`src/IFetchPkg.sv`:
```
package IFetchPkg;

    localparam int ADDR_W = 32;
    localparam int WORD_W = 32;
    localparam int WAYS = 2;
    localparam int SETS = 16;
    localparam int LINE_WORDS = 4;
    localparam int QUEUE_DEPTH = 4;
    localparam int ID_W = 8;

    // address fields, low to high: byte, word, set, tag
    localparam int BYTE_OFF_W = $clog2(WORD_W / 8);
    localparam int OFF_W = $clog2(LINE_WORDS);
    localparam int SET_W = $clog2(SETS);
    localparam int WAY_W = $clog2(WAYS);
    localparam int LINE_OFF_W = OFF_W + BYTE_OFF_W;
    localparam int TAG_W = ADDR_W - SET_W - LINE_OFF_W;
    localparam int QPTR_W = $clog2(QUEUE_DEPTH);

    typedef logic [ADDR_W-1:0] Addr;
    typedef logic [WORD_W-1:0] Word;
    typedef logic [SET_W-1:0] SetIdx;
    typedef logic [WAY_W-1:0] WayIdx;
    typedef logic [OFF_W-1:0] WordOff;
    typedef logic [TAG_W-1:0] Tag;
    typedef logic [LINE_WORDS-1:0][WORD_W-1:0] Line;
    typedef logic [ID_W-1:0] FetchId;
    typedef logic [QPTR_W-1:0] QueuePtr;
    typedef logic [QPTR_W:0] QueueCount;

    typedef enum logic [1:0] {
        IDLE,
        QUEUED,
        ACTIVE,
        FINALIZE
    } FlushState;

    function automatic SetIdx pcSet(Addr pc);
        return pc[LINE_OFF_W +: SET_W];
    endfunction

    function automatic Tag pcTag(Addr pc);
        return pc[ADDR_W-1 -: TAG_W];
    endfunction

    function automatic WordOff pcOff(Addr pc);
        return pc[BYTE_OFF_W +: OFF_W];
    endfunction

    function automatic Addr lineAddr(Addr pc);
        return {pc[ADDR_W-1:LINE_OFF_W], {LINE_OFF_W{1'b0}}};
    endfunction

endpackage

```
`src/ICacheData.sv`:
```
module ICacheData (
    input  logic clk,
    input  logic readEn,
    input  IFetchPkg::SetIdx readSet,
    input  logic writeEn,
    input  IFetchPkg::SetIdx writeSet,
    input  IFetchPkg::WayIdx writeWay,
    input  IFetchPkg::Line writeLine,
    output IFetchPkg::Line [IFetchPkg::WAYS-1:0] readLines
);
    import IFetchPkg::*;

    Line lineMem [WAYS][SETS];

    always_ff @(posedge clk) begin
        if (writeEn) begin
            lineMem[writeWay][writeSet] <= writeLine;
        end
    end

    // all ways of the set, the pipeline picks the word after the compare
    always_ff @(posedge clk) begin
        if (readEn) begin
            for (int w = 0; w < WAYS; w++) begin
                readLines[w] <= lineMem[w][readSet];
            end
        end
    end

endmodule

```
`config.mk`:
```
export PLATFORM = sky130hd
export DESIGN_NAME = ICacheData
export DESIGN_NICKNAME = d
export VERILOG_FILES = /design/src/IFetchPkg.sv /design/src/ICacheData.sv
export SDC_FILE = /design/constraint.sdc
export NUM_CORES = 2
export LEC_CHECK = 0
export CORE_UTILIZATION = 40
export DETAILED_ROUTE_END_ITERATION = 6
export DONT_BUFFER_PORTS = 1
export MAX_ROUTING_LAYER = met4
export PLACE_DENSITY_LB_ADDON = 0.08
export SLEW_MARGIN = 10
export SYNTH_ARGS = -nofsm -noshare
export SYNTH_HDL_FRONTEND = slang
export SYNTH_SLANG_ARGS = --single-unit
```
`constraint.sdc`:
```
create_clock -name clk -period 6.9 [get_ports clk]
set_input_delay 0.69 -clock clk [delete_from_list [all_inputs] [get_ports clk]]
set_output_delay 0.69 -clock clk [all_outputs]
set_load 0.02 [all_outputs]
```
==> flow_summary.yaml <==
status:
  status: "finished with violations"
  violations: "slew limit"
finish:
  final_cell_mix: "edfxtp_1, mux4_2, clkbuf_16"
  nets: 7333
  layout_commonest_cell: "edfxtp_1"
  post-route-util_pct: 46.3
  drive_above_1_share_pct: 25.9
  syn_to_final_growth_pct: 15.2
  instances_no_fill: 12900
  fillers: 33100
  fin_area_sq_um: 186000
die:
  core_area_sq_um: 402000
  dieHeight_microns: 638
  die_area_sq_um: 407000
  ioPinCount: 396
  std_cell_rows: 233
  die_w_microns: 638
  start_util_pct: 40.2
logic_synthesis:
  synth_area_leader_cell: "edfxtp_1"
  postSynthCellCount: 6745
  syn-num-nets: 6885
  synth_top_area_share_pct: 80.9
  synth_area_leaders: "edfxtp_1, mux4_2, a22oi_1, mux2_2, buf_2"
  avgSynthCellArea_sq_um: 24.0
  ys_types: 29
  synth-seq-cells: 4352
  synth_seq_area_share_pct: 80.9
  yosysWarningCount: 0
  netlist_area_sq_um: 162000
place:
  dp_hpwl_microns: 223000
  place_area_sq_um: 169000
  post-place-cells: 11800
  gp_congestion: 0.717
  port_buffers: 0
global_routing:
  grt-ovfl-total: 0
  grt_max_degree: 804
  globalRouteTotalUtil_pct: 23.3
  grt_antenna_before_repair: 53
  grt_pass1_vias: 77700
  grt_pass1_wl_microns: 639000
power_and_ir_drop:
  peakVddDrop_v: 0.000228
  finalPower_w: 0.0568
  powerDensity_nw_per_um2: 305
  leakage_nw: 57.9
sta:
  slew_violations: 30
  fin_tns_setup_ns: 0
  hold_viol_final: 0
  relSlewSlack_pct: -1.63
  worst_slew_pin_slew_ns: 1.52
  setup_viol: 0
  max_freq_mhz: 240
  min_period_ns: 4.16
  fin_crit_sh_pct: 60.3
  rsz0062_at_grt: "false"
  final.setup_skew_ns: 0.0407
clock_network:
  clock-sinks: 4352
  root_buffer: "clkbuf_16"
  clk_path_buf_depth: 4
  cts-resized-gates: 0
  h-tree-depth: 5
  clk-insertion-delay-late_ns: 1.02
  cts_buffers: 465
  clk_pin_slew_ns: 0.06
  postCtsHoldBufs: 191
  post_cts_buffers: 0
  cts_tree: "yes"
route:
  vias_per_cell: 5.79
  routed_wl_microns: 463000
  dr_total_vias: 74800
  drtPass1Iterations: 5
  drc: 0
  dr.first_iter.drc_count: 8058
  antenna_left: 0
  wire_per_inst_microns: 35.9
worst_setup_path:
  worstPathRequired_ns: 7.62
  cp-start-kind: "primary input"
  cp_max_fo: 107
  critPathMaxStageDelay_ns: 0.57
  crit_chain: "buf_16 > buf_16 > buf_16 > buf_16 > buf_16 > buf_16 > mux4_2 > a22oi_1 > nand2_1"
  cp_slowest_cell: "mux4_2"
  worst-setup-path-type: "primary input to register"
  worstPathArrival_ns: 4.88
  critical_path.most_common_cell: "buf_16"
  end_kind: "register"
job:
  drv_cap: 0
min_path:
  worstHoldPathType: "primary input to register"
cells in the mapped netlist (all sizes together):
library cell	number
edfxtp	4352
mux4	936
a22oi	401
buf	220
nand2	176
mux2	143
clkbuf	140
mux2i	72
nor2b	69
o221ai	62
o21ai	44
nor2	41
o22a	23
nand2b	19
a221oi	16
o22ai	10
a221o	5
nand3b	5
and2	4
or3b	3
nand3	2
or2	1
or3	1
registers in the layout, summed over array words and instances, names as in the netlist:
| name | cells |
|---|---|
| lineMem | 4096 |
| readLines | 256 |
routing by layer:
metal  GRT usage (%)  up-vias  part of all wire, %
met5               -        -                    0
met4            3.48        0                  1.4
met3            3.48      485                  5.7
met2            37.5     2351                   49
met1            32.2    41900                   44
li1                -    30000                    -
critical path, delay by kind of cell:
kind | cells | cell delay [ns]
muxes | 1 | 0.57
and+or+nand+nor | 1 | 0.10
AOI/OAI and AO/OA | 1 | 0.23
buffers and inverters | 6 | 2.56
final timing paths:
path / cells after the start / end / startpoint / slack (ns)
setup / recovery: 9 / readLines[88] / readSet[0] / 2.74
hold / removal: 2 / readLines[6] / readSet[3] / 0.06
setup reg to reg: 3 / readLines[164] / lineMem[1][1060] / 4.99
hold reg to reg: 3 / readLines[24] / lineMem[0][152] / 0.73
per-stage QoR:
stage | hold slack [ns] | setup WS, ns
after global placement | 0.729 | 1.62
after floorplan | 0.710 | -0.389
after CTS | 0.00769 | 2.79
after global routing | 0.0226 | 2.34
after detailed placement | 0.731 | 1.70
final | 0.0617 | 2.74
cells by family after synthesis:
kind of cell | Yosys count | synth area share, %
AO/OA/AOI/OAI | 561 | 2.62
AND/OR/NAND/NOR | 321 | 0.915
flip-flops | 4352 | 80.9
buffers and inverters | 360 | 1.11
multiplexers | 1151 | 14.5
final cells by class:
type	count	area, sq um	share of cell area (%)
sequential	4352	131000	70.2
multi-input combinational	2033	29400	15.8
clock buffer	571	12100	6.52
tap	5287	6620	3.55
timing repair buffer	341	4530	2.44
clock inverter	294	2730	1.47
antenna	27	67.6	0.0363
power by group:
part           internal [W]  switching, W  leakage [nW]
combinational      0.000932       0.00145          11.2
sequential           0.0296      0.000381          39.4
clock                0.0141        0.0104          7.27
total                0.0446        0.0122          57.9
No activity file was read; power rests on OpenSTA's default activity.
