==> src/IFetchPkg.sv <==
package IFetchPkg;

    localparam int ADDR_W = 32;
    localparam int WORD_W = 32;
    localparam int WAYS = 2;
    localparam int SETS = 16;
    localparam int LINE_WORDS = 4;
    localparam int QUEUE_DEPTH = 4;
    localparam int ID_W = 8;

    // address fields, low to high: byte, word, set, tag
    localparam int BYTE_OFF_W = $clog2(WORD_W / 8);
    localparam int OFF_W = $clog2(LINE_WORDS);
    localparam int SET_W = $clog2(SETS);
    localparam int WAY_W = $clog2(WAYS);
    localparam int LINE_OFF_W = OFF_W + BYTE_OFF_W;
    localparam int TAG_W = ADDR_W - SET_W - LINE_OFF_W;
    localparam int QPTR_W = $clog2(QUEUE_DEPTH);

    typedef logic [ADDR_W-1:0] Addr;
    typedef logic [WORD_W-1:0] Word;
    typedef logic [SET_W-1:0] SetIdx;
    typedef logic [WAY_W-1:0] WayIdx;
    typedef logic [OFF_W-1:0] WordOff;
    typedef logic [TAG_W-1:0] Tag;
    typedef logic [LINE_WORDS-1:0][WORD_W-1:0] Line;
    typedef logic [ID_W-1:0] FetchId;
    typedef logic [QPTR_W-1:0] QueuePtr;
    typedef logic [QPTR_W:0] QueueCount;

    typedef enum logic [1:0] {
        IDLE,
        QUEUED,
        ACTIVE,
        FINALIZE
    } FlushState;

    function automatic SetIdx pcSet(Addr pc);
        return pc[LINE_OFF_W +: SET_W];
    endfunction

    function automatic Tag pcTag(Addr pc);
        return pc[ADDR_W-1 -: TAG_W];
    endfunction

    function automatic WordOff pcOff(Addr pc);
        return pc[BYTE_OFF_W +: OFF_W];
    endfunction

    function automatic Addr lineAddr(Addr pc);
        return {pc[ADDR_W-1:LINE_OFF_W], {LINE_OFF_W{1'b0}}};
    endfunction

endpackage

==> src/FlushControl.sv <==
module FlushControl (
    input  logic clk,
    input  logic rst,
    input  logic clearCache,
    input  logic pipeEmpty,
    input  logic memBusy,
    input  logic counterDone,
    output logic flushActive,
    output logic flushBusy,
    output logic counterRun
);
    import IFetchPkg::*;

    FlushState state;
    FlushState stateNext;

    always_comb begin
        stateNext = state;
        case (state)
            IDLE: begin
                if (clearCache) stateNext = QUEUED;
            end
            QUEUED: begin
                // nothing may be in flight while tags are cleared
                if (pipeEmpty) stateNext = ACTIVE;
            end
            ACTIVE: begin
                if (counterDone) stateNext = memBusy ? FINALIZE : IDLE;
            end
            FINALIZE: begin
                if (!memBusy) stateNext = IDLE;
            end
            default: begin
                stateNext = IDLE;
            end
        endcase
    end

    // reset goes straight into a flush
    always_ff @(posedge clk) begin
        if (rst) begin
            state <= QUEUED;
        end else begin
            state <= stateNext;
        end
    end

    assign flushActive = state == ACTIVE;
    assign flushBusy = state != IDLE;

    // counter stops on the last entry, which also returns it to zero
    assign counterRun = flushActive && !counterDone;

endmodule

==> config.mk <==
export PLATFORM = sky130hd
export DESIGN_NAME = FlushControl
export DESIGN_NICKNAME = d
export VERILOG_FILES = /design/src/IFetchPkg.sv /design/src/FlushControl.sv
export SDC_FILE = /design/constraint.sdc
export NUM_CORES = 1
export LEC_CHECK = 0
export ABC_AREA = 0
export BUFFER_PORTS_ARGS = -buffer_cell sky130_fd_sc_hd__clkbuf_2
export CORE_AREA = 2 2 39 41
export CTS_CLUSTER_DIAMETER = 50
export CTS_CLUSTER_SIZE = 40
export DETAILED_ROUTE_END_ITERATION = 6
export DIE_AREA = 0 0 41 43
export PLACE_DENSITY_LB_ADDON = 0.25
export SLEW_MARGIN = 25
export SYNTH_ARGS = -nofsm -noshare
export SYNTH_HDL_FRONTEND = slang
export SYNTH_SLANG_ARGS = --single-unit
export TNS_END_PERCENT = 30
==> constraint.sdc <==
create_clock -name clk -period 1.9 [get_ports clk]
set_input_delay 0.57 -clock clk [delete_from_list [all_inputs] [get_ports clk]]
set_output_delay 0.57 -clock clk [all_outputs]
set_load 0.01 [all_outputs]
==> qor.json <==
{
  "largest_reg_by_ff_count": "state",
  "synth.top_cells.by_area": "sky130_fd_sc_hd__dfxtp_1 33%, sky130_fd_sc_hd__nor2b_1 10%, sky130_fd_sc_hd__mux2_1 9.2%, sky130_fd_sc_hd__nand4bb_1 9.2%, sky130_fd_sc_hd__o21ba_2 8.2%",
  "ctsResizeCount": 0,
  "via_count_of_the_first_global_routing_pass": 121,
  "layout.cell_area.non_filler_um2": 205,
  "synth_top_area_share_pct": 32.7,
  "fillers": 154,
  "dr.first_iter.drc_count": 0,
  "leakagePower_uw": 0.0000878,
  "post_drt_via_cell_ratio": 3.44,
  "fmax_mhz": 617,
  "post_cts.repair.setup_buffers": 0,
  "yosysSeqAreaShare_pct": 32.7,
  "crit_path_max_fanout": 6,
  "worst_ep_arrival_time_ns": 1.05,
  "via_count_of_the_routed_design": 134,
  "h-tree-depth": 1,
  "critical_path_class": "reg -> out",
  "clock_skew_ns": 0.00282,
  "core-area_um2": 1380,
  "finalMaxSlewViolations": 0,
  "finalSetupTns_ns": 0,
  "post-route-drc-count": 0,
  "die_y_um": 43,
  "worst_pin_slew_ns": 0.147,
  "grt_overflow_total": 0,
  "place_area_um2": 183,
  "clock-root-buffer": "sky130_fd_sc_hd__clkbuf_4",
  "netlist_instances": 12,
  "antenna_cells": 0,
  "row_cnt": 14,
  "placement.io_buffers": 8,
  "hold_buffers": 0,
  "maxSlewHeadroom_pct": 90.2,
  "finalCritPeriodShare_pct": 85.3,
  "synth-edff-count": 0,
  "setup_repair_after_global_routing_missed_its_margin": "no",
  "ant_nets": 0,
  "synth.cells.most_frequent": "2 x sky130_fd_sc_hd__dfxtp_1, 2 x sky130_fd_sc_hd__nor2b_1",
  "area_used_by_multi_input_combinational_logic_um2": 82.6,
  "die_area_um2": 1760,
  "area_growth_pct": 67.3,
  "cts_max_path_buffers": 2,
  "wl_um": 300,
  "fin_worst_hold_slack_ns": 0.580,
  "vdd_ir_drop_max_mv": 0.257,
  "final_net_count": 31,
  "chipWidth_um": 41,
  "layout.core_utilization_pct": 14.8,
  "antenna_found_initial": 0,
  "post-place-cells": 36,
  "grt_util_all_layers_pct": 5.01,
  "tritoncts": "yes",
  "synth_seq_cells": 2,
  "first_pass_iters": 1,
  "report.final.setup_viol": 0,
  "ys_warn_count": 0,
  "synth_cell_types": 10,
  "cp.required_ns": 1.33,
  "hold_class": "reg -> reg",
  "hold_violations": 0,
  "globalplace.congestion": 0.590,
  "ioPinCount": 9,
  "top_regs": "state x2",
  "cell_type_contributing_the_most_total_cell_area_after_synthesis": "sky130_fd_sc_hd__dfxtp_1",
  "routed_wire_length_per_instance_um": 7.69,
  "cts_inserted_buffers": 3,
  "layout-drive-gt1-share_pct": 56.5,
  "timing.max_cap.violations": 0,
  "grt_pass1_wl_um": 489,
  "clk_latency_ns": 0.22,
  "path_clk_slew_ns": 0.03,
  "final-seq-area_um2": 40.0,
  "start_util_pct": 8.86,
  "run_status": "completed",
  "worstHoldPathCells": 2,
  "worstSetupStartpointType": "register",
  "combined_area_of_all_synthesized_cells_um2": 123,
  "synthFlopType": "sky130_fd_sc_hd__dfxtp_1",
  "timing.critical_path.to_type": "output port",
  "tritoncts_sinks": 2,
  "post-route-min-period_ns": 1.62,
  "worst-r2r-cell-count": 2,
  "power.density_cell_area_nw_per_um2": 882,
  "post_layout_nonfiller_instances": 39,
  "synth.avg_cell_area_um2": 10.2,
  "largest_register_ff_count": 2,
  "synth_nets": 18,
  "synthArstFlopShare_pct": 0,
  "grt_start_max_net_pins": 7
}
layout make-up:
type / count / share of cell area [%]
clock buffers: 3 / 11.0
well taps: 16 / 9.76
repair buffers: 8 / 19.5
multi-input cells: 10 / 40.2
flip-flops and latches: 2 / 19.5
routing by layer:
metal / GRT usage (%) / share of wire, % / up-vias
li1: - / - / 67
met1: 6.71 / 47 / 55
met2: 3.44 / 24 / 12
met3: 7.85 / 29 / 0
met4: 2.00 / 0 / 0
met5: 0 / 0 / -
final timing paths:
path                            startpoint          to  slack (ns)
worst max-delay path              state[1]  counterRun        0.28
worst min-delay path              state[0]    state[1]        0.58
worst max register to register    state[1]    state[0]        0.79
worst min register to register    state[0]    state[1]        0.58
where the power goes:
part	internal (µW)	leakage (µW)	switching, µW
sequential	48.5	0.0000166	6.67
clock	69.5	0.0000138	22.8
combinational	20.7	0.0000573	12.8
cells in the final DEF (no fill, tap or decap):
master / Yosys / layout
sky130_fd_sc_hd__or2b_1: 1 / 1
sky130_fd_sc_hd__or3b_1: 1 / 1
sky130_fd_sc_hd__nor2b_1: 2 / 2
sky130_fd_sc_hd__o21ba_2: 1 / 1
sky130_fd_sc_hd__o21ai_1: 1 / 1
sky130_fd_sc_hd__clkbuf_4: 0 / 3
sky130_fd_sc_hd__dfxtp_1: 2 / 2
sky130_fd_sc_hd__or2_2: 1 / 1
sky130_fd_sc_hd__mux2_1: 1 / 1
sky130_fd_sc_hd__nand4bb_1: 1 / 1
sky130_fd_sc_hd__clkbuf_2: 0 / 8
sky130_fd_sc_hd__o311a_1: 1 / 1
critical path, stage by stage, from the launching register on:
cell and delay (ns):
sky130_fd_sc_hd__dfxtp_1 0.37, sky130_fd_sc_hd__nor2b_1 0.18, sky130_fd_sc_hd__nor2b_1 0.14, sky130_fd_sc_hd__clkbuf_2 0.14
stage by stage:
stage	power [µW]	setup WS, ns
after global placement	87.2	0.427
after global routing	198	0.197
after CTS	187	0.265
after floorplan	74.7	0.481
final	181	0.280
after detailed placement	89.5	0.416
cells by family after synthesis:
logic type	Yosys count	synth area share [%]
muxes	1	9.18
AOI/OAI and AO/OA	3	20.4
DFF	2	32.7
and+or+nand+nor	6	37.8
Note: power is estimated with default switching activity, not from simulation.
