## src/IFetchPkg.sv

```systemverilog
package IFetchPkg;

    localparam int ADDR_W = 32;
    localparam int WORD_W = 32;
    localparam int WAYS = 2;
    localparam int SETS = 16;
    localparam int LINE_WORDS = 4;
    localparam int QUEUE_DEPTH = 4;
    localparam int ID_W = 8;

    // address fields, low to high: byte, word, set, tag
    localparam int BYTE_OFF_W = $clog2(WORD_W / 8);
    localparam int OFF_W = $clog2(LINE_WORDS);
    localparam int SET_W = $clog2(SETS);
    localparam int WAY_W = $clog2(WAYS);
    localparam int LINE_OFF_W = OFF_W + BYTE_OFF_W;
    localparam int TAG_W = ADDR_W - SET_W - LINE_OFF_W;
    localparam int QPTR_W = $clog2(QUEUE_DEPTH);

    typedef logic [ADDR_W-1:0] Addr;
    typedef logic [WORD_W-1:0] Word;
    typedef logic [SET_W-1:0] SetIdx;
    typedef logic [WAY_W-1:0] WayIdx;
    typedef logic [OFF_W-1:0] WordOff;
    typedef logic [TAG_W-1:0] Tag;
    typedef logic [LINE_WORDS-1:0][WORD_W-1:0] Line;
    typedef logic [ID_W-1:0] FetchId;
    typedef logic [QPTR_W-1:0] QueuePtr;
    typedef logic [QPTR_W:0] QueueCount;

    typedef enum logic [1:0] {
        IDLE,
        QUEUED,
        ACTIVE,
        FINALIZE
    } FlushState;

    function automatic SetIdx pcSet(Addr pc);
        return pc[LINE_OFF_W +: SET_W];
    endfunction

    function automatic Tag pcTag(Addr pc);
        return pc[ADDR_W-1 -: TAG_W];
    endfunction

    function automatic WordOff pcOff(Addr pc);
        return pc[BYTE_OFF_W +: OFF_W];
    endfunction

    function automatic Addr lineAddr(Addr pc);
        return {pc[ADDR_W-1:LINE_OFF_W], {LINE_OFF_W{1'b0}}};
    endfunction

endpackage

```

## src/ICacheTags.sv

```systemverilog
module ICacheTags (
    input  logic clk,
    input  logic rst,
    input  logic readEn,
    input  IFetchPkg::SetIdx readSet,
    input  IFetchPkg::Tag readTag,
    input  logic writeEn,
    input  IFetchPkg::SetIdx writeSet,
    input  IFetchPkg::WayIdx writeWay,
    input  logic writeValid,
    input  IFetchPkg::Tag writeTag,
    output logic hit,
    output IFetchPkg::WayIdx hitWay
);
    import IFetchPkg::*;

    Tag tagMem [WAYS][SETS];
    logic validMem [WAYS][SETS];

    Tag fwdTag [WAYS];
    logic [WAYS-1:0] fwdValid;
    Tag rdTag [WAYS];
    logic [WAYS-1:0] rdValid;
    Tag cmpTag;
    logic [WAYS-1:0] match;

    always_ff @(posedge clk) begin
        if (writeEn) begin
            tagMem[writeWay][writeSet] <= writeTag;
            validMem[writeWay][writeSet] <= writeValid;
        end
    end

    // a refill written on the same edge is seen by the re-read
    always_comb begin
        for (int w = 0; w < WAYS; w++) begin
            if (writeEn && writeWay == WayIdx'(w) && writeSet == readSet) begin
                fwdTag[w] = writeTag;
                fwdValid[w] = writeValid;
            end else begin
                fwdTag[w] = tagMem[w][readSet];
                fwdValid[w] = validMem[w][readSet];
            end
        end
    end

    always_ff @(posedge clk) begin
        if (rst) begin
            rdValid <= '0;
        end else if (readEn) begin
            rdValid <= fwdValid;
        end
    end

    always_ff @(posedge clk) begin
        if (readEn) begin
            rdTag <= fwdTag;
            cmpTag <= readTag;
        end
    end

    always_comb begin
        hitWay = '0;
        for (int w = 0; w < WAYS; w++) begin
            match[w] = rdValid[w] && rdTag[w] == cmpTag;
            if (match[w]) hitWay = WayIdx'(w);
        end
    end

    assign hit = |match;

endmodule

```

## config.mk

```make
export PLATFORM = sky130hd
export DESIGN_NAME = ICacheTags
export DESIGN_NICKNAME = d
export VERILOG_FILES = /design/src/IFetchPkg.sv /design/src/ICacheTags.sv
export SDC_FILE = /design/constraint.sdc
export NUM_CORES = 1
export LEC_CHECK = 0
export BUFFER_PORTS_ARGS = -buffer_cell sky130_fd_sc_hd__clkbuf_2
export CAP_MARGIN = 20
export CORE_MARGIN = 5
export CORE_UTILIZATION = 30
export CTS_BUF_LIST = sky130_fd_sc_hd__clkbuf_8
export DETAILED_ROUTE_END_ITERATION = 10
export PLACE_DENSITY = 0.45
export SLEW_MARGIN = 20
export SYNTH_ARGS = -nofsm -noshare
export SYNTH_HDL_FRONTEND = slang
export SYNTH_SLANG_ARGS = --single-unit
```

## constraint.sdc

```tcl
create_clock -name clk -period 3 [get_ports clk]
set_clock_uncertainty 0.05 [all_clocks]
set_input_delay 0.3 -clock clk [delete_from_list [all_inputs] [get_ports clk]]
set_output_delay 0.3 -clock clk [all_outputs]
set_load 0.05 [all_outputs]
```

==> results by group <==
Outcome
  – Outcome: finished with violations
  – Violations in the final reports: negative setup slack

Clock tree
  – H-tree levels: 4
  – Worst-Skew Late Latency: 0.79 ns
  – Clock sink count: 874
  – Max clock buf depth: 3
  – Worst-path clk slew: 0.06 ns
  – CTS tree: yes
  – Root cell of the clock tree: clkbuf_8
  – TritonCTS buffer count: 150

STA
  – Final WS setup: -0.238 ns
  – Worst slew margin: 40.8%
  – Count of pins over their slew limit: 0
  – Tcrit/Tclk final: 108%
  – Least-Margin Pin Slew: 0.885 ns
  – Max frequency: 309 MHz
  – Minimum clock period after layout: 3.24 ns
  – RSZ-0062 raised after global routing: true
  – Final Hold Viols: 0
  – Final setup viols: 2
  – WHS: 0.103 ns

Drt
  – Post-route ant nets: 0
  – Remaining DRCs: 0
  – WL final: 92,300 um
  – DR iter-0 viols: 1,323
  – DR WL/cell: 28.2 um
  – Drt pass-1 iters: 5
  – Routed vias: 15.7k
  – Drt via density: 4.80

Floorplan
  – Core area: 112,000 um2
  – Initial Util: 30.1%
  – Die Y: 345 um
  – Die area: 119,000 um2
  – Placement row count: 123
  – Die X: 345 um
  – # IOs: 64

Logic synthesis
  – Syn avg cell area: 24.5 um2
  – Seq/Total Area, Yosys: 77.8%
  – Distinct cell type count after synthesis: 30
  – Largest family of logic cells by synthesized area: multiplexers
  – Area share of and/or/nand/nor cells after synthesis: 1.12%
  – XOR/XNOR Fraction of Synth Area: 1.35%
  – Adder-Cell Fraction of Synth Area: 0%
  – Mux share of post-synthesis cell area: 18.3%
  – Compound-Gate Fraction of Synth Area: 0.126%
  – Synth Instances: 1,376
  – Post-Syn Area: 33,700 um2
  – Synth Warn #: 0
  – Post-Syn Nets: 1,438
  – #FFs+latches synth: 874

Global route
  – Vias in the first global route: 17.0k
  – Initial antenna violation count: 7
  – Total global routing overflow: 0
  – Largest net degree at the start of global routing: 72
  – GRT Total Usage: 15.3%
  – First-pass GRT wire length: 130,000 um

Setup path
  – CP endpoint kind: output port
  – Delay-heaviest family, CP: simple AND/OR/NAND/NOR gates
  – Slowest-stage cell, CP: or4_4
  – Startpoint types: flop
  – Crit path buf inv count: 2
  – Worst-path fanout max: 2
  – Setup CP Type: flop to output port
  – Crit-path max cell delay: 0.55 ns
  – Critical Path AT: 2.89 ns
  – Required time worst endpoint: 2.65 ns
  – CP Cell Sequence: xnor2_2 > nand4_1 > or4_4 > nor4_4 > buf_6 > a41o_1 > buf_12

Place
  – Placer Congestion: 0.753
  – Post-detail-place hpwl: 53,300 um
  – Port buffer count: 63

Flow run
  – Max-Cap Viols: 0

Cells and area
  – Final nets: 1,718
  – Final Util: 35.7%
  – Commonest non-fill, non-tap cell in the layout: edfxtp_1
  – Share of cells above drive strength 1: 39.2%
  – Synth-to-layout area growth: 18.6%
  – Most frequent cells in the layout: 872 x edfxtp_1, 247 x mux4_2, 158 x clkbuf_8, 78 x buf_4, 57 x clkbuf_2

Pwr
  – Worst IR Drop VDD: 0.408 mV
  – Power per cell area: 632 nW/um2
  – Total Power: 25.3 mW
  – P_leak: 12.7 nW

Worst hold path
  – Worst Hold Class: input pin to flop
==> per-stage QoR <==
stage	setup WS [ns]	cells	cell area (um2)	TNS [ns]
detailed placement	0.0870	2974	36900	0
finish	-0.238	3274	40000	-0.439
global placement	0.172	2974	36900	0
CTS	-0.428	3270	39900	-0.791
global route	-0.399	3272	40000	-0.735
floorplan	0.254	1376	33700	0
==> Yosys cell counts <==
cell / instances / area [um2]
nand4_1: 8 / 50.1
xor2_1: 18 / 158
nand3b_1: 5 / 37.5
nand4b_1: 1 / 8.76
a41o_1: 1 / 10.0
nand2b_1: 2 / 12.5
buf_2: 11 / 55.1
xnor2_1: 34 / 298
buf_1: 4 / 15.0
o22ai_1: 2 / 12.5
nand2_1: 5 / 18.8
a211oi_1: 1 / 7.51
buf_6: 20 / 225
mux2i_1: 7 / 70.1
mux4_2: 247 / 5560
mux2_2: 48 / 541
nor4bb_1: 1 / 10.0
inv_2: 1 / 3.75
o211ai_1: 1 / 7.51
or4_1: 1 / 7.51
clkbuf_1: 31 / 116
nor2_1: 36 / 135
o21ai_0: 1 / 5.00
or3b_2: 3 / 26.3
nor4_1: 4 / 25.0
edfxtp_1: 872 / 26200
nand3_1: 4 / 20.0
nor3_1: 4 / 20.0
dfxtp_1: 2 / 40.0
or3_1: 1 / 6.26
==> worst reg2reg max path, stage by stage (launching register included) <==
cell and delay (ns):
edfxtp_1 0.36, mux4_2 0.50, mux4_2 0.51, mux2_2 0.28
==> metal layers <==
layer | wire (um) | track usage (%) | vias to the layer above
met5 | 43 | 0 | -
li1 | - | - | 6506
met4 | 1890 | 4.03 | 6
met1 | 41900 | 21.6 | 8618
met3 | 5180 | 3.70 | 141
met2 | 43200 | 24.0 | 434
==> cells by family after synthesis <==
logic type | count (synthesis)
compound gates | 6
xor+xnor | 52
mux | 302
buf+inv | 67
flops | 874
simple gates | 75
==> timing repair <==
| item | CTS | global route |
|---|---|---|
| resized for setup | 8 | 5 |
| hold buffers | 28 | 0 |
| pin swaps | 4 | 3 |
| endpoints found under the setup margin | 2 | 2 |
| endpoints found under the hold margin | 79 | 0 |
| setup buffers | 1 | 1 |
==> layout make-up <==
type                       count  area (um2)
sequential                   874       26200
multi-input combinational    435        7360
antenna                        3        7.51
clock buffer                 157        2160
inverter                       1        6.26
timing repair buffer         194        1750
clock inverter               110         584
tap                         1500        1880
fill                       10500       72100
==> sequential cells by signal, indices dropped and copies added (netlist names) <==
| name | cells |
|---|---|
| validMem | 32 |
| cmpTag | 24 |
| rdValid | 2 |
| rdTag | 48 |
| tagMem | 768 |
==> final timing paths <==
| check | to | from | depth (start not counted) | slack (ns) |
|---|---|---|---|---|
| max | hit | rdTag[8] | 7 | -0.24 |
| min | tagMem[1][362] | writeTag[2] | 1 | 0.10 |
| max reg2reg | rdTag[7] | tagMem[1][295] | 3 | 1.04 |
| min reg2reg | rdValid[0] | rdValid[0] | 2 | 0.48 |
==> where the power goes <==
group	switching [mW]	internal, mW	total (mW)
combinational	0.783	0.656	1.44
clock	4.82	5.19	10.0
sequential	0.114	13.7	13.8
total	5.72	19.5	25.3
No activity file was read; power rests on OpenSTA's default activity.
