`src/IFetchPkg.sv`:
```
package IFetchPkg;

    localparam int ADDR_W = 32;
    localparam int WORD_W = 32;
    localparam int WAYS = 2;
    localparam int SETS = 16;
    localparam int LINE_WORDS = 4;
    localparam int QUEUE_DEPTH = 4;
    localparam int ID_W = 8;

    // address fields, low to high: byte, word, set, tag
    localparam int BYTE_OFF_W = $clog2(WORD_W / 8);
    localparam int OFF_W = $clog2(LINE_WORDS);
    localparam int SET_W = $clog2(SETS);
    localparam int WAY_W = $clog2(WAYS);
    localparam int LINE_OFF_W = OFF_W + BYTE_OFF_W;
    localparam int TAG_W = ADDR_W - SET_W - LINE_OFF_W;
    localparam int QPTR_W = $clog2(QUEUE_DEPTH);

    typedef logic [ADDR_W-1:0] Addr;
    typedef logic [WORD_W-1:0] Word;
    typedef logic [SET_W-1:0] SetIdx;
    typedef logic [WAY_W-1:0] WayIdx;
    typedef logic [OFF_W-1:0] WordOff;
    typedef logic [TAG_W-1:0] Tag;
    typedef logic [LINE_WORDS-1:0][WORD_W-1:0] Line;
    typedef logic [ID_W-1:0] FetchId;
    typedef logic [QPTR_W-1:0] QueuePtr;
    typedef logic [QPTR_W:0] QueueCount;

    typedef enum logic [1:0] {
        IDLE,
        QUEUED,
        ACTIVE,
        FINALIZE
    } FlushState;

    function automatic SetIdx pcSet(Addr pc);
        return pc[LINE_OFF_W +: SET_W];
    endfunction

    function automatic Tag pcTag(Addr pc);
        return pc[ADDR_W-1 -: TAG_W];
    endfunction

    function automatic WordOff pcOff(Addr pc);
        return pc[BYTE_OFF_W +: OFF_W];
    endfunction

    function automatic Addr lineAddr(Addr pc);
        return {pc[ADDR_W-1:LINE_OFF_W], {LINE_OFF_W{1'b0}}};
    endfunction

endpackage

```
`src/FetchPipeline.sv`:
```
module FetchPipeline (
    input  logic clk,
    input  logic rst,
    input  logic fetchValid,
    input  IFetchPkg::Addr fetchPc,
    input  logic flushBusy,
    input  logic hit,
    input  IFetchPkg::WayIdx hitWay,
    input  IFetchPkg::Line [IFetchPkg::WAYS-1:0] readLines,
    input  logic memRespValid,
    input  IFetchPkg::Line memRespData,
    input  IFetchPkg::QueueCount freeCount,
    output logic stall,
    output logic pipeEmpty,
    output logic tagReadEn,
    output IFetchPkg::SetIdx tagSet,
    output IFetchPkg::Tag tagCmp,
    output logic tagWe,
    output IFetchPkg::WayIdx tagWay,
    output IFetchPkg::Tag tagWriteTag,
    output logic dataWe,
    output logic memReq,
    output IFetchPkg::Addr memReqAddr,
    output logic pushValid,
    output IFetchPkg::Addr pushPc,
    output IFetchPkg::Word pushInstr,
    output IFetchPkg::FetchId pushId
);
    import IFetchPkg::*;

    logic s0Valid;
    logic s1Valid;
    Addr s0Pc;
    Addr s1Pc;
    logic missPending;
    logic fillBypass;
    Word fillWord;
    WayIdx victimWay;
    FetchId nextId;

    logic accept;
    logic s1Hit;
    logic s1Miss;
    logic s1Free;
    logic s0Move;
    logic refill;
    logic newMiss;
    logic spaceLow;

    assign refill = missPending && memRespValid;
    assign newMiss = s1Miss && !missPending;

    assign s1Hit = s1Valid && hit;
    assign s1Miss = s1Valid && !hit;
    assign s1Free = !s1Valid || hit;
    assign s0Move = s0Valid && s1Free;

    // every op in a stage has a queue slot reserved
    assign spaceLow = freeCount <= QueueCount'(s0Valid) + QueueCount'(s1Valid);

    assign stall = flushBusy || s1Miss || spaceLow;
    assign accept = fetchValid && !stall;
    assign pipeEmpty = !s0Valid && !s1Valid;

    // stage 0 reads the arrays, a refill re-reads the set of stage 1
    assign tagReadEn = refill || s0Move;
    assign tagSet = refill ? pcSet(s1Pc) : pcSet(s0Pc);
    assign tagCmp = refill ? pcTag(s1Pc) : pcTag(s0Pc);

    assign tagWe = refill;
    assign tagWay = victimWay;
    assign tagWriteTag = pcTag(s1Pc);
    assign dataWe = refill;

    assign pushValid = s1Hit;
    assign pushPc = s1Pc;
    assign pushId = nextId;

    // data array has no write forwarding, so the re-check takes the refill word
    assign pushInstr = fillBypass ? fillWord : readLines[hitWay][pcOff(s1Pc)];

    always_ff @(posedge clk) begin
        if (rst) begin
            s0Valid <= 1'b0;
            s1Valid <= 1'b0;
            missPending <= 1'b0;
            memReq <= 1'b0;
            fillBypass <= 1'b0;
            victimWay <= '0;
            nextId <= '0;
        end else begin
            if (accept) begin
                s0Valid <= 1'b1;
            end else if (s0Move) begin
                s0Valid <= 1'b0;
            end

            // stage 1 holds on a miss
            if (s1Free) s1Valid <= s0Move;

            memReq <= newMiss;
            if (newMiss) begin
                missPending <= 1'b1;
            end else if (refill) begin
                missPending <= 1'b0;
            end

            fillBypass <= refill;

            // global round robin
            if (refill) victimWay <= victimWay + 1'b1;

            if (s1Hit) nextId <= nextId + 1'b1;
        end
    end

    always_ff @(posedge clk) begin
        if (accept) s0Pc <= fetchPc;
        if (s0Move) s1Pc <= s0Pc;
        if (newMiss) memReqAddr <= lineAddr(s1Pc);
        if (refill) fillWord <= memRespData[pcOff(s1Pc)];
    end

endmodule

```
`config.mk`:
```
export PLATFORM = sky130hd
export DESIGN_NAME = FetchPipeline
export DESIGN_NICKNAME = d
export VERILOG_FILES = /design/src/IFetchPkg.sv /design/src/FetchPipeline.sv
export SDC_FILE = /design/constraint.sdc
export NUM_CORES = 1
export LEC_CHECK = 0
export ABC_AREA = 1
export ABC_CLOCK_PERIOD_IN_PS = 6900
export BUFFER_PORTS_ARGS = -buffer_cell sky130_fd_sc_hd__clkbuf_2
export CORE_AREA = 4 4 224 226
export CTS_CLUSTER_DIAMETER = 40
export DETAILED_ROUTE_END_ITERATION = 7
export DIE_AREA = 0 0 228 230
export HOLD_SLACK_MARGIN = 0.08
export PLACE_DENSITY_LB_ADDON = 0.25
export RECOVER_POWER = 50
export SYNTH_ARGS = -nofsm -noshare
export SYNTH_HDL_FRONTEND = slang
export SYNTH_SLANG_ARGS = --single-unit
```
`constraint.sdc`:
```
create_clock -name clk -period 6.9 [get_ports clk]
set_input_delay 2.07 -clock clk [delete_from_list [all_inputs] [get_ports clk]]
set_output_delay 2.07 -clock clk [all_outputs]
set_load 0.02 [all_outputs]
```
==> flow_summary.ini <==
[floorplanning]
rows = 81
fp.dieW_um = 228
die_y_um = 230
io_pins = 590
die_area_mm2 = 0.0524
start_util = 0.192
core_area_mm2 = 0.0483

[sta]
hold_viol_final = 0
max_freq_mhz = 165
min_period_ns = 6.07
slew_violations = 100
timing.final.ws_setup_ns = 0.834
max_slew_margin = -0.878
tns_ns = 0
rsz0062_at_grt = no
tightest_slew_ns = 2.81
skew_ns = 0.0199
fin_crit_sh = 0.879
setup_violations = 0

[critical_path]
crit_required_ns = 4.83
path_class = input pin to primary output
cp_max_fo = 31
rr_worst_depth = 5
crit_arrival_ns = 4.00
critPathCaptureType = primary output
crit_path_start_kind = input pin

[routing]
vias = 10749
wire_per_inst_um = 18.8
totalWireLength_um = 47300
drc = 0
drtIter0Drc = 803
postRouteAntennaNets = 0
dr.pass1.iters = 5
viasPerCell = 4.28

[synthesis]
avgSynthCellArea_um2 = 6.86
synth_top_area_cell = edfxtp_1
yosysWarningCount = 0
synth_cells = 1351
synth_area_mm2 = 0.00926
ys_seq_area_frac = 0.432
netlist.area_leader.share = 0.402
ys_types = 19
synth_area_leaders = edfxtp_1 (40%), nand2_1 (20%), nand3_1 (11%), inv_1 (8.7%), o21ai_0 (3.7%)
synth.ff_latch_count = 138

[clock_tree]
clock_sinks = 138
clkTransAtPathRegs_ns = 0.07
numCtsBuffers = 17
root_buffer = clkbuf_16
post_cts_resized = 0
post_cts.repair.setup_buffers = 0
cts_max_level = 4
hold_buffers = 0
clk_latency_ns = 0.45
cts_tree = done
clk_path_buf_depth = 2

[power_and_ir_drop]
p_leak_uw = 0.00697
powerDensity_mw_per_mm2 = 179
finalPower_uw = 2340
peakVddDrop_mv = 0.167

[place]
dp_slack_ns = 1.09
numPortBuffers = 585
gp_congestion = 0.933
hpwl_um = 36700
dpl_cell_area_mm2 = 0.0125

[layout]
n_fill_cell = 5487
postLayoutCellArea_mm2 = 0.0130
utilization = 0.270
nets = 2293
area_growth_pct = 40.8
drive_gt1_frac = 0.310

[outcome]
violations = max-capacitance violations, max-slew violations
status = complete, but fails checks

[global_route]
grt_pass1_vias = 10910
antenna_found_initial = 18
grt_start_max_net_pins = 130
grt_first_pass_wirelength_um = 68900
gr-total-overflow = 0
grt_util_all_layers = 0.174

[hold_path]
hp-class = register to register
min_delay_path_depth = 0

[run]
maxCapViolations = 3
layout by cell type, fill, tap and decap left out:
master,instances
clkinv_4,4
clkbuf_2,533
o21ai_0,68
diode_2,13
inv_4,2
clkbuf_16,17
nor3_1,3
nand3_1,200
inv_1,214
o22ai_1,32
conb_1,4
clkinv_2,3
nor2_4,1
nand4_1,2
buf_12,3
ha_1,5
dfxtp_1,13
nor2_1,81
inv_6,6
dfxtp_2,1
a21oi_1,6
bufinv_16,2
clkbuf_1,54
edfxtp_1,124
buf_4,10
nand2_1,486
clkinv_1,1
critical path: stages:
cell and delay [ns]:
clkbuf_2 0.09, nand2_1 0.09, clkbuf_1 1.09, o21ai_0 0.37, clkbuf_2 0.28
logic make-up (layout without fill, tap and decap cells):
family,count (synthesis),after routing,share of synthesized area
AND/OR/NAND/NOR,773,773,0.341
buffers and inverters,328,849,0.158
flip-flops,138,138,0.432
AO/OA/AOI/OAI,106,106,0.0616
adder cells (fa/ha/maj),5,5,0.00675
other,1,17,0.000405
per-stage QoR:
stage | hold slack (ns) | std cells
detailed placement | 0.405 | 2465
global route | 0.444 | 2509
global placement | 0.400 | 2465
CTS | 0.419 | 2497
floorplan | 0.400 | 1354
finish | 0.421 | 2510
Yosys cell counts:
master,instances
nand2_1,486
inv_1,215
nand3_1,200
edfxtp_1,124
nor2_1,82
o21ai_0,68
buf_2,46
buf_4,34
o22ai_1,32
clkbuf_1,20
dfxtp_1,14
a21oi_1,6
buf_6,6
buf_1,5
ha_1,5
nor3_1,3
inv_2,2
nand4_1,2
conb_1,1
area by class of cell:
class,count,area [µm²],area share
Sequential cell,138,4010,0.307
Clock inverter,15,161,0.0124
Antenna cell,13,32.5,0.00249
Tap cell,622,778,0.0597
Clock buffer,17,425,0.0326
Timing Repair Buffer,600,3010,0.230
Inverter,217,821,0.0629
Multi-Input combinational cell,888,3820,0.293
path summary, 6_finish.rpt:
path / to / slack, ns / startpoint
hold reg to reg: pushPc[3] / 0.42 / s0Pc[3]
setup reg to reg: fillWord[29] / 3.00 / pushPc[3]
setup / recovery: tagReadEn / 0.83 / memRespValid
hold / removal: pushPc[3] / 0.42 / s0Pc[3]
metal layers:
metal	vias to the layer above	routed length [µm]	track usage
met1	4948	19300	0.209
li1	5254	-	-
met4	4	1170	0.0710
met5	-	23	0
met3	47	3880	0.0528
met2	496	22900	0.291
state kept, by name, summed over array words and instances (netlist names):
register / cells
tagWay: 1
fillWord: 32
pushId: 8
missPending: 1
memReq: 1
s0Valid: 1
s0Pc: 32
fillBypass: 1
memReqAddr: 28
pushPc: 32
s1Valid: 1
power breakdown:
group	switching, µW	internal [µW]	total (µW)
Clock	404	538	943
Sequential	13.3	933	947
Combinational	271	179	449
Total	688	1650	2340
(Power assumes the default switching activity.)
