**src/IFetchPkg.sv**
```systemverilog
package IFetchPkg;

    localparam int ADDR_W = 32;
    localparam int WORD_W = 32;
    localparam int WAYS = 2;
    localparam int SETS = 16;
    localparam int LINE_WORDS = 4;
    localparam int QUEUE_DEPTH = 4;
    localparam int ID_W = 8;

    // address fields, low to high: byte, word, set, tag
    localparam int BYTE_OFF_W = $clog2(WORD_W / 8);
    localparam int OFF_W = $clog2(LINE_WORDS);
    localparam int SET_W = $clog2(SETS);
    localparam int WAY_W = $clog2(WAYS);
    localparam int LINE_OFF_W = OFF_W + BYTE_OFF_W;
    localparam int TAG_W = ADDR_W - SET_W - LINE_OFF_W;
    localparam int QPTR_W = $clog2(QUEUE_DEPTH);

    typedef logic [ADDR_W-1:0] Addr;
    typedef logic [WORD_W-1:0] Word;
    typedef logic [SET_W-1:0] SetIdx;
    typedef logic [WAY_W-1:0] WayIdx;
    typedef logic [OFF_W-1:0] WordOff;
    typedef logic [TAG_W-1:0] Tag;
    typedef logic [LINE_WORDS-1:0][WORD_W-1:0] Line;
    typedef logic [ID_W-1:0] FetchId;
    typedef logic [QPTR_W-1:0] QueuePtr;
    typedef logic [QPTR_W:0] QueueCount;

    typedef enum logic [1:0] {
        IDLE,
        QUEUED,
        ACTIVE,
        FINALIZE
    } FlushState;

    function automatic SetIdx pcSet(Addr pc);
        return pc[LINE_OFF_W +: SET_W];
    endfunction

    function automatic Tag pcTag(Addr pc);
        return pc[ADDR_W-1 -: TAG_W];
    endfunction

    function automatic WordOff pcOff(Addr pc);
        return pc[BYTE_OFF_W +: OFF_W];
    endfunction

    function automatic Addr lineAddr(Addr pc);
        return {pc[ADDR_W-1:LINE_OFF_W], {LINE_OFF_W{1'b0}}};
    endfunction

endpackage

```
**src/FlushCounter.sv**
```systemverilog
module FlushCounter (
    input  logic clk,
    input  logic rst,
    input  logic counterRun,
    output IFetchPkg::WayIdx flushWay,
    output IFetchPkg::SetIdx flushSet,
    output logic counterDone
);
    import IFetchPkg::*;

    // way in the upper bits, set in the lower bits
    logic [WAY_W+SET_W-1:0] count;

    always_ff @(posedge clk) begin
        if (rst || !counterRun) begin
            count <= '0;
        end else begin
            count <= count + 1'b1;
        end
    end

    assign flushWay = count[SET_W +: WAY_W];
    assign flushSet = count[SET_W-1:0];

    // last entry, next step wraps
    assign counterDone = &count;

endmodule

```
**config.mk**
```make
export PLATFORM = sky130hd
export DESIGN_NAME = FlushCounter
export DESIGN_NICKNAME = d
export VERILOG_FILES = /design/src/IFetchPkg.sv /design/src/FlushCounter.sv
export SDC_FILE = /design/constraint.sdc
export NUM_CORES = 1
export LEC_CHECK = 0
export ABC_AREA = 0
export BUFFER_PORTS_ARGS = -buffer_cell sky130_fd_sc_hd__buf_2
export CAP_MARGIN = 15
export CORE_AREA = 2 2 39 41
export DETAILED_ROUTE_END_ITERATION = 8
export DIE_AREA = 0 0 41 43
export PLACE_DENSITY = 0.34
export SETUP_SLACK_MARGIN = 0.02
export SLEW_MARGIN = 20
export SYNTH_ARGS = -nofsm -noshare
export SYNTH_HDL_FRONTEND = slang
export SYNTH_SLANG_ARGS = --single-unit
```
**constraint.sdc**
```tcl
create_clock -name clk -period 3.5 [get_ports clk]
set_input_delay 0.525 -clock clk [delete_from_list [all_inputs] [get_ports clk]]
set_output_delay 0.525 -clock clk [all_outputs]
set_load 0.005 [all_outputs]
```
==> results.yml, run 1 <==
synth:
  syn_avg_cell_area_um2: 10.1
  synth.ff_latch_count: 5
  ys_top_cells_by_count: "dfxtp_1, nor2_1, ha_1, inv_1"
  synth.area.top_cells: "dfxtp_1, ha_1, nor2_1"
  syn-cell-area_um2: 203
  yosys.cell_count.top_type: "dfxtp_1"
  synthDistinctLibCells: 11
  sequential_fraction_of_the_synthesis_area: 0.494
  count_of_flip_flops_with_a_built_in_enable_after_synthesis: 0
  synth_async_sr_flop_share: 0
  yosys_warnings: 0
  synth_top_cell_area_share: 0.494
  most_instantiated_flip_flop_cell_in_the_synthesis_netlist: "dfxtp_1"
  postSynthNetCount: 25
  synth_top_area_cell: "dfxtp_1"
  number_of_instances_in_the_synthesized_netlist: 20
routing:
  dr.first_iter.drc_count: 0
  via_per_inst: 3.60
  drtPass1Iterations: 1
  drt-wirelength-per-cell_um: 7.67
  vias: 173
  drtAntennaViolNets: 0
  finalWirelength_um: 368
  drc: 0
min_path:
  hp-class: "reg2reg"
  hold_start: "count[0]"
  timing.hold.worst_endpoint: "count[0]"
  whs_path_depth: 1
setup_path:
  critPathArrivalTime_ns: 1.28
  crit_path_cell_trace: "ha_1, and3_2, ha_1, buf_2"
  critPathCaptureType: "output port"
  timing.critical_path.buf_inv: 1
  endpoint_of_the_worst_slack_reg_to_reg_timing_path: "count[4]"
  crit_type: "reg2out"
  worst_r2r_startpoint: "count[0]"
  critical-path-slowest-cell: "dfxtp_1"
  setup.worst_path.start_class: "register"
  critPathMostFrequentCell: "ha_1"
  r2r_setup_slack_ns: 2.29
  critPathTopFamily: "adder cells"
  largest_fanout_of_any_net_on_the_critical_path: 4
  worst-endpoint-required_ns: 2.97
  critical_path.max_stage_delay_ns: 0.32
  r2r_cells: 5
sta:
  setup_total_negative_slack_ns: 0
  timing.final.ws_setup_ns: 1.69
  rsz0062_at_grt: "false"
  fmaxAchievable_mhz: 553
  worst_pin_slew_ns: 0.104
  hold-worst-slack_ns: 0.468
  post-route-min-period_ns: 1.81
  setup_viol_count_final: 0
  slew-limit-headroom: 0.929
  hold_viol_final: 0
  finClkSkew_ns: 0.00348
  slew_viol_final: 0
  final_min_period_over_clock_period: 0.516
cts:
  tritoncts_num_sinks: 5
  htreeDepth: 1
  clk_pin_slew_ns: 0.04
  clockBufferDepth: 2
  cts_root_buf: "clkbuf_4"
  post_cts_resized: 0
  tritoncts: "yes"
  number_of_buffers_added_to_fix_hold_violations_after_cts: 0
  number_of_clock_buffers_inserted_by_tritoncts: 3
  postCtsSetupBuffers: 0
  clock_latency_ns: 0.24
final_layout:
  final_net_count: 38
  largest_register: "count"
  postLayoutCoreUtil: 0.209
  final_layout_size_suffix_gt1_frac: 0.375
  num-fill-cells: 158
  largest_register_ffs: 5
  filler_free_cell_count_of_the_finished_design: 48
  largest_regs: "count x5"
  layout-area-overhead-vs-synth_pct: 42.6
  antenna_cells: 0
floorplan:
  floorplan.die_area_um2: 1760
  die_x_um: 41
  die_h_um: 43
  core_area_um2: 1380
  fp-row-count: 14
  starting_density_of_the_core: 0.146
  floorplan.io_pins: 9
place:
  globalplace.congestion: 0.604
  place.detailed.hpwl_um: 294
  place_inst: 44
  port-buffer-count: 8
  worst_setup_slack_after_placement_ns: 1.94
grt:
  grt_max_degree: 5
  grt_first_pass_wirelength_um: 531
  grt_pass1_vias: 142
  gr-usage-all-layers: 0.0572
  overflow: 0
  antenna_found_initial: 0
power:
  power.static_leakage_nw: 0.152
  vdd_ir_drop_max_uv: 102
  power_density_nw_per_um2: 453
run:
  maxCapViolCount: 0
run_status:
  run_status: "finished, final reports clean"
-- stage by stage --
step | power, mW | instance area [µm²]
after CTS | 0.135 | 289
after detailed placement | 0.0663 | 263
after global placement | 0.0661 | 263
after global routing | 0.139 | 289
after floorplan | 0.0632 | 203
final | 0.131 | 289
-- report_power, final --
part	switching, mW	internal, mW	total [mW]
clock network	0.0229	0.0431	0.0659
logic	0.00265	0.00320	0.00584
registers	0.000957	0.0583	0.0593
-- per-layer routing --
metal | routed length, µm | vias to the layer above | GRT usage
li1 | - | 88 | -
met1 | 107 | 74 | 0.0322
met2 | 203 | 7 | 0.0719
met3 | 31 | 4 | 0.0314
met4 | 26 | 0 | 0.120
met5 | 0 | - | 0
-- worst reg2reg max path, cell delays in order (launching register included) --
cell and delay [ns]:
dfxtp_1 0.32, ha_1 0.22, and3_2 0.21, ha_1 0.26
inv_1 0.05, nor2_1 0.03
-- layout make-up --
type                            count  area [µm²]  area share
Sequential cell                     5         100       0.346
Multi-Input combinational cell     13        95.1       0.329
Timing Repair Buffer                8        40.0       0.139
Clock buffer                        4        26.3      0.0909
Tap cell                           16        20.0      0.0693
Inverter                            2        7.51      0.0260
-- layout by cell type (no fill, tap or decap), drive strengths merged --
cell and count:
or2b 1, xnor2 1, or3b 1, nor2 4, clkbuf 4, nand3 1
and3 1, inv 2, ha 2, nand3b 1, buf 8, mux2i 1
dfxtp 5
-- worst max path at each step --
stage	from	to	cells after the start
floorplan	count[0]	counterDone	3
global placement	count[0]	counterDone	4
global route	count[0]	counterDone	4
detailed placement	count[0]	counterDone	4
CTS	count[0]	counterDone	4
finish	count[0]	counterDone	4
-- cells by family (layout without fill, tap and decap cells) --
| family | after synthesis | count (layout) | share of synthesized area |
|---|---|---|---|
| xor+xnor | 1 | 1 | 0.0432 |
| fa+ha+maj | 2 | 2 | 0.123 |
| buf+inv | 2 | 14 | 0.0371 |
| flops | 5 | 5 | 0.494 |
| mux | 1 | 1 | 0.0494 |
| simple gates | 9 | 9 | 0.253 |
(Power assumes the default switching activity.)
==> run 2: changes to the inputs <==
==> constraint.sdc (replaced) <==
create_clock -name clk -period 1.7 [get_ports clk]
set_input_delay 0.255 -clock clk [delete_from_list [all_inputs] [get_ports clk]]
set_output_delay 0.255 -clock clk [all_outputs]
set_load 0.005 [all_outputs]
==> results.yml, run 2 (same netlist as run 1, synthesis figures left out) <==
routing:
  drc: 0
  drtPass1Iterations: 1
  finalWirelength_um: 358
  dr.first_iter.drc_count: 0
  via_per_inst: 3.50
  drtAntennaViolNets: 0
  drt-wirelength-per-cell_um: 7.46
  vias: 168
final_layout:
  final_common_cell: "buf_2"
  final_layout_size_suffix_gt1_frac: 0.375
  antenna_cells: 0
  largest_register_ffs: 5
  layout-area-overhead-vs-synth_pct: 42.6
  most-common-layout-cells: "buf_2, dfxtp_1, nor2_1, clkbuf_4"
  num-fill-cells: 160
  final_net_count: 38
  largest_register: "count"
  largest_regs: "count x5"
  layout.cell_area.non_filler_um2: 289
cts:
  tritoncts: "yes"
  clk_pin_slew_ns: 0.04
  htreeDepth: 1
  postCtsSetupBuffers: 0
  post_cts_resized: 0
  number_of_clock_buffers_inserted_by_tritoncts: 3
  clockBufferDepth: 2
  clock_latency_ns: 0.23
  number_of_buffers_added_to_fix_hold_violations_after_cts: 0
  cts_root_buf: "clkbuf_4"
  tritoncts_num_sinks: 5
setup_path:
  setup.worst_path.start_class: "register"
  largest_fanout_of_any_net_on_the_critical_path: 4
  critPathArrivalTime_ns: 1.29
  critPathCaptureType: "output port"
  worst-endpoint-required_ns: 1.44
  crit_type: "reg2out"
place:
  place.detailed.hpwl_um: 312
  placed_cell_area_um2: 263
  port-buffer-count: 8
  globalplace.congestion: 0.602
floorplan:
  floorplan.io_pins: 9
  floorplan.die_area_um2: 1760
  die_h_um: 43
  core_area_um2: 1380
  fp-row-count: 14
  starting_density_of_the_core: 0.146
  die_x_um: 41
sta:
  setup_viol_count_final: 0
  fmaxAchievable_mhz: 647
  slew-limit-headroom: 0.929
  slew_viol_final: 0
  final_min_period_over_clock_period: 0.909
  post-route-min-period_ns: 1.55
  hold_viol_final: 0
  rsz0062_at_grt: "false"
  worst_pin_slew_ns: 0.103
  setup_total_negative_slack_ns: 0
  finClkSkew_ns: 0.000372
grt:
  grt_max_degree: 5
  grt_first_pass_wirelength_um: 517
  overflow: 0
  gr-usage-all-layers: 0.0522
  antenna_found_initial: 0
  grt_pass1_vias: 149
power:
  power_density_nw_per_um2: 921
  vdd_ir_drop_max_uv: 199
  power.static_leakage_nw: 0.152
min_path:
  hp-class: "in2reg"
run_status:
  run_status: "finished, final reports clean"
run:
  maxCapViolCount: 0
run 2: cell counts in the layout (fill, tap and decap cells not counted):
No cell type changed its count.
run 2: worst paths after layout:
path         slack [ns]  depth (start not counted)          end  startpoint
max reg2reg        0.48                          5     count[4]    count[0]
min                0.31                          3     count[3]         rst
max                0.15                          4  counterDone    count[0]
min reg2reg        0.47                          1     count[0]    count[0]
run 2: cell type report:
cell class | count | area [µm²] | share of cell area
Timing Repair Buffer | 8 | 40.0 | 0.139
Clock buffer | 4 | 26.3 | 0.0909
Sequential cell | 5 | 100 | 0.346
Tap cell | 16 | 20.0 | 0.0693
Inverter | 2 | 7.51 | 0.0260
Multi-Input combinational cell | 13 | 95.1 | 0.329
run 2: per-stage QoR:
stage               setup slack (ns)  total power, mW   util  hold slack [ns]  instances
floorplan                      0.512            0.130      -            0.421         20
finish                         0.154            0.266  0.209            0.306         48
CTS                            0.129            0.276  0.209            0.300         48
detailed placement             0.391            0.137  0.190            0.471         44
global route                  0.0956            0.287  0.209            0.315         48
global placement               0.412            0.136  0.190            0.443         44
run 2: power by group:
part / internal (mW) / switching (mW)
registers: 0.120 / 0.00193
clock network: 0.0884 / 0.0436
logic: 0.00655 / 0.00557
total: 0.215 / 0.0511
run 2: per-layer routing:
layer,GRT usage,up-vias,share of wire
met2,0.0688,3,0.63
met1,0.0386,76,0.32
li1,-,89,-
met5,0,-,0
met4,0.100,0,0
met3,0.0157,0,0.047
run 2: worst max-delay path: stages, from the launching register on:
cell and delay, ns:
dfxtp_1 0.33, ha_1 0.22, and3_2 0.21, ha_1 0.17, buf_2 0.12
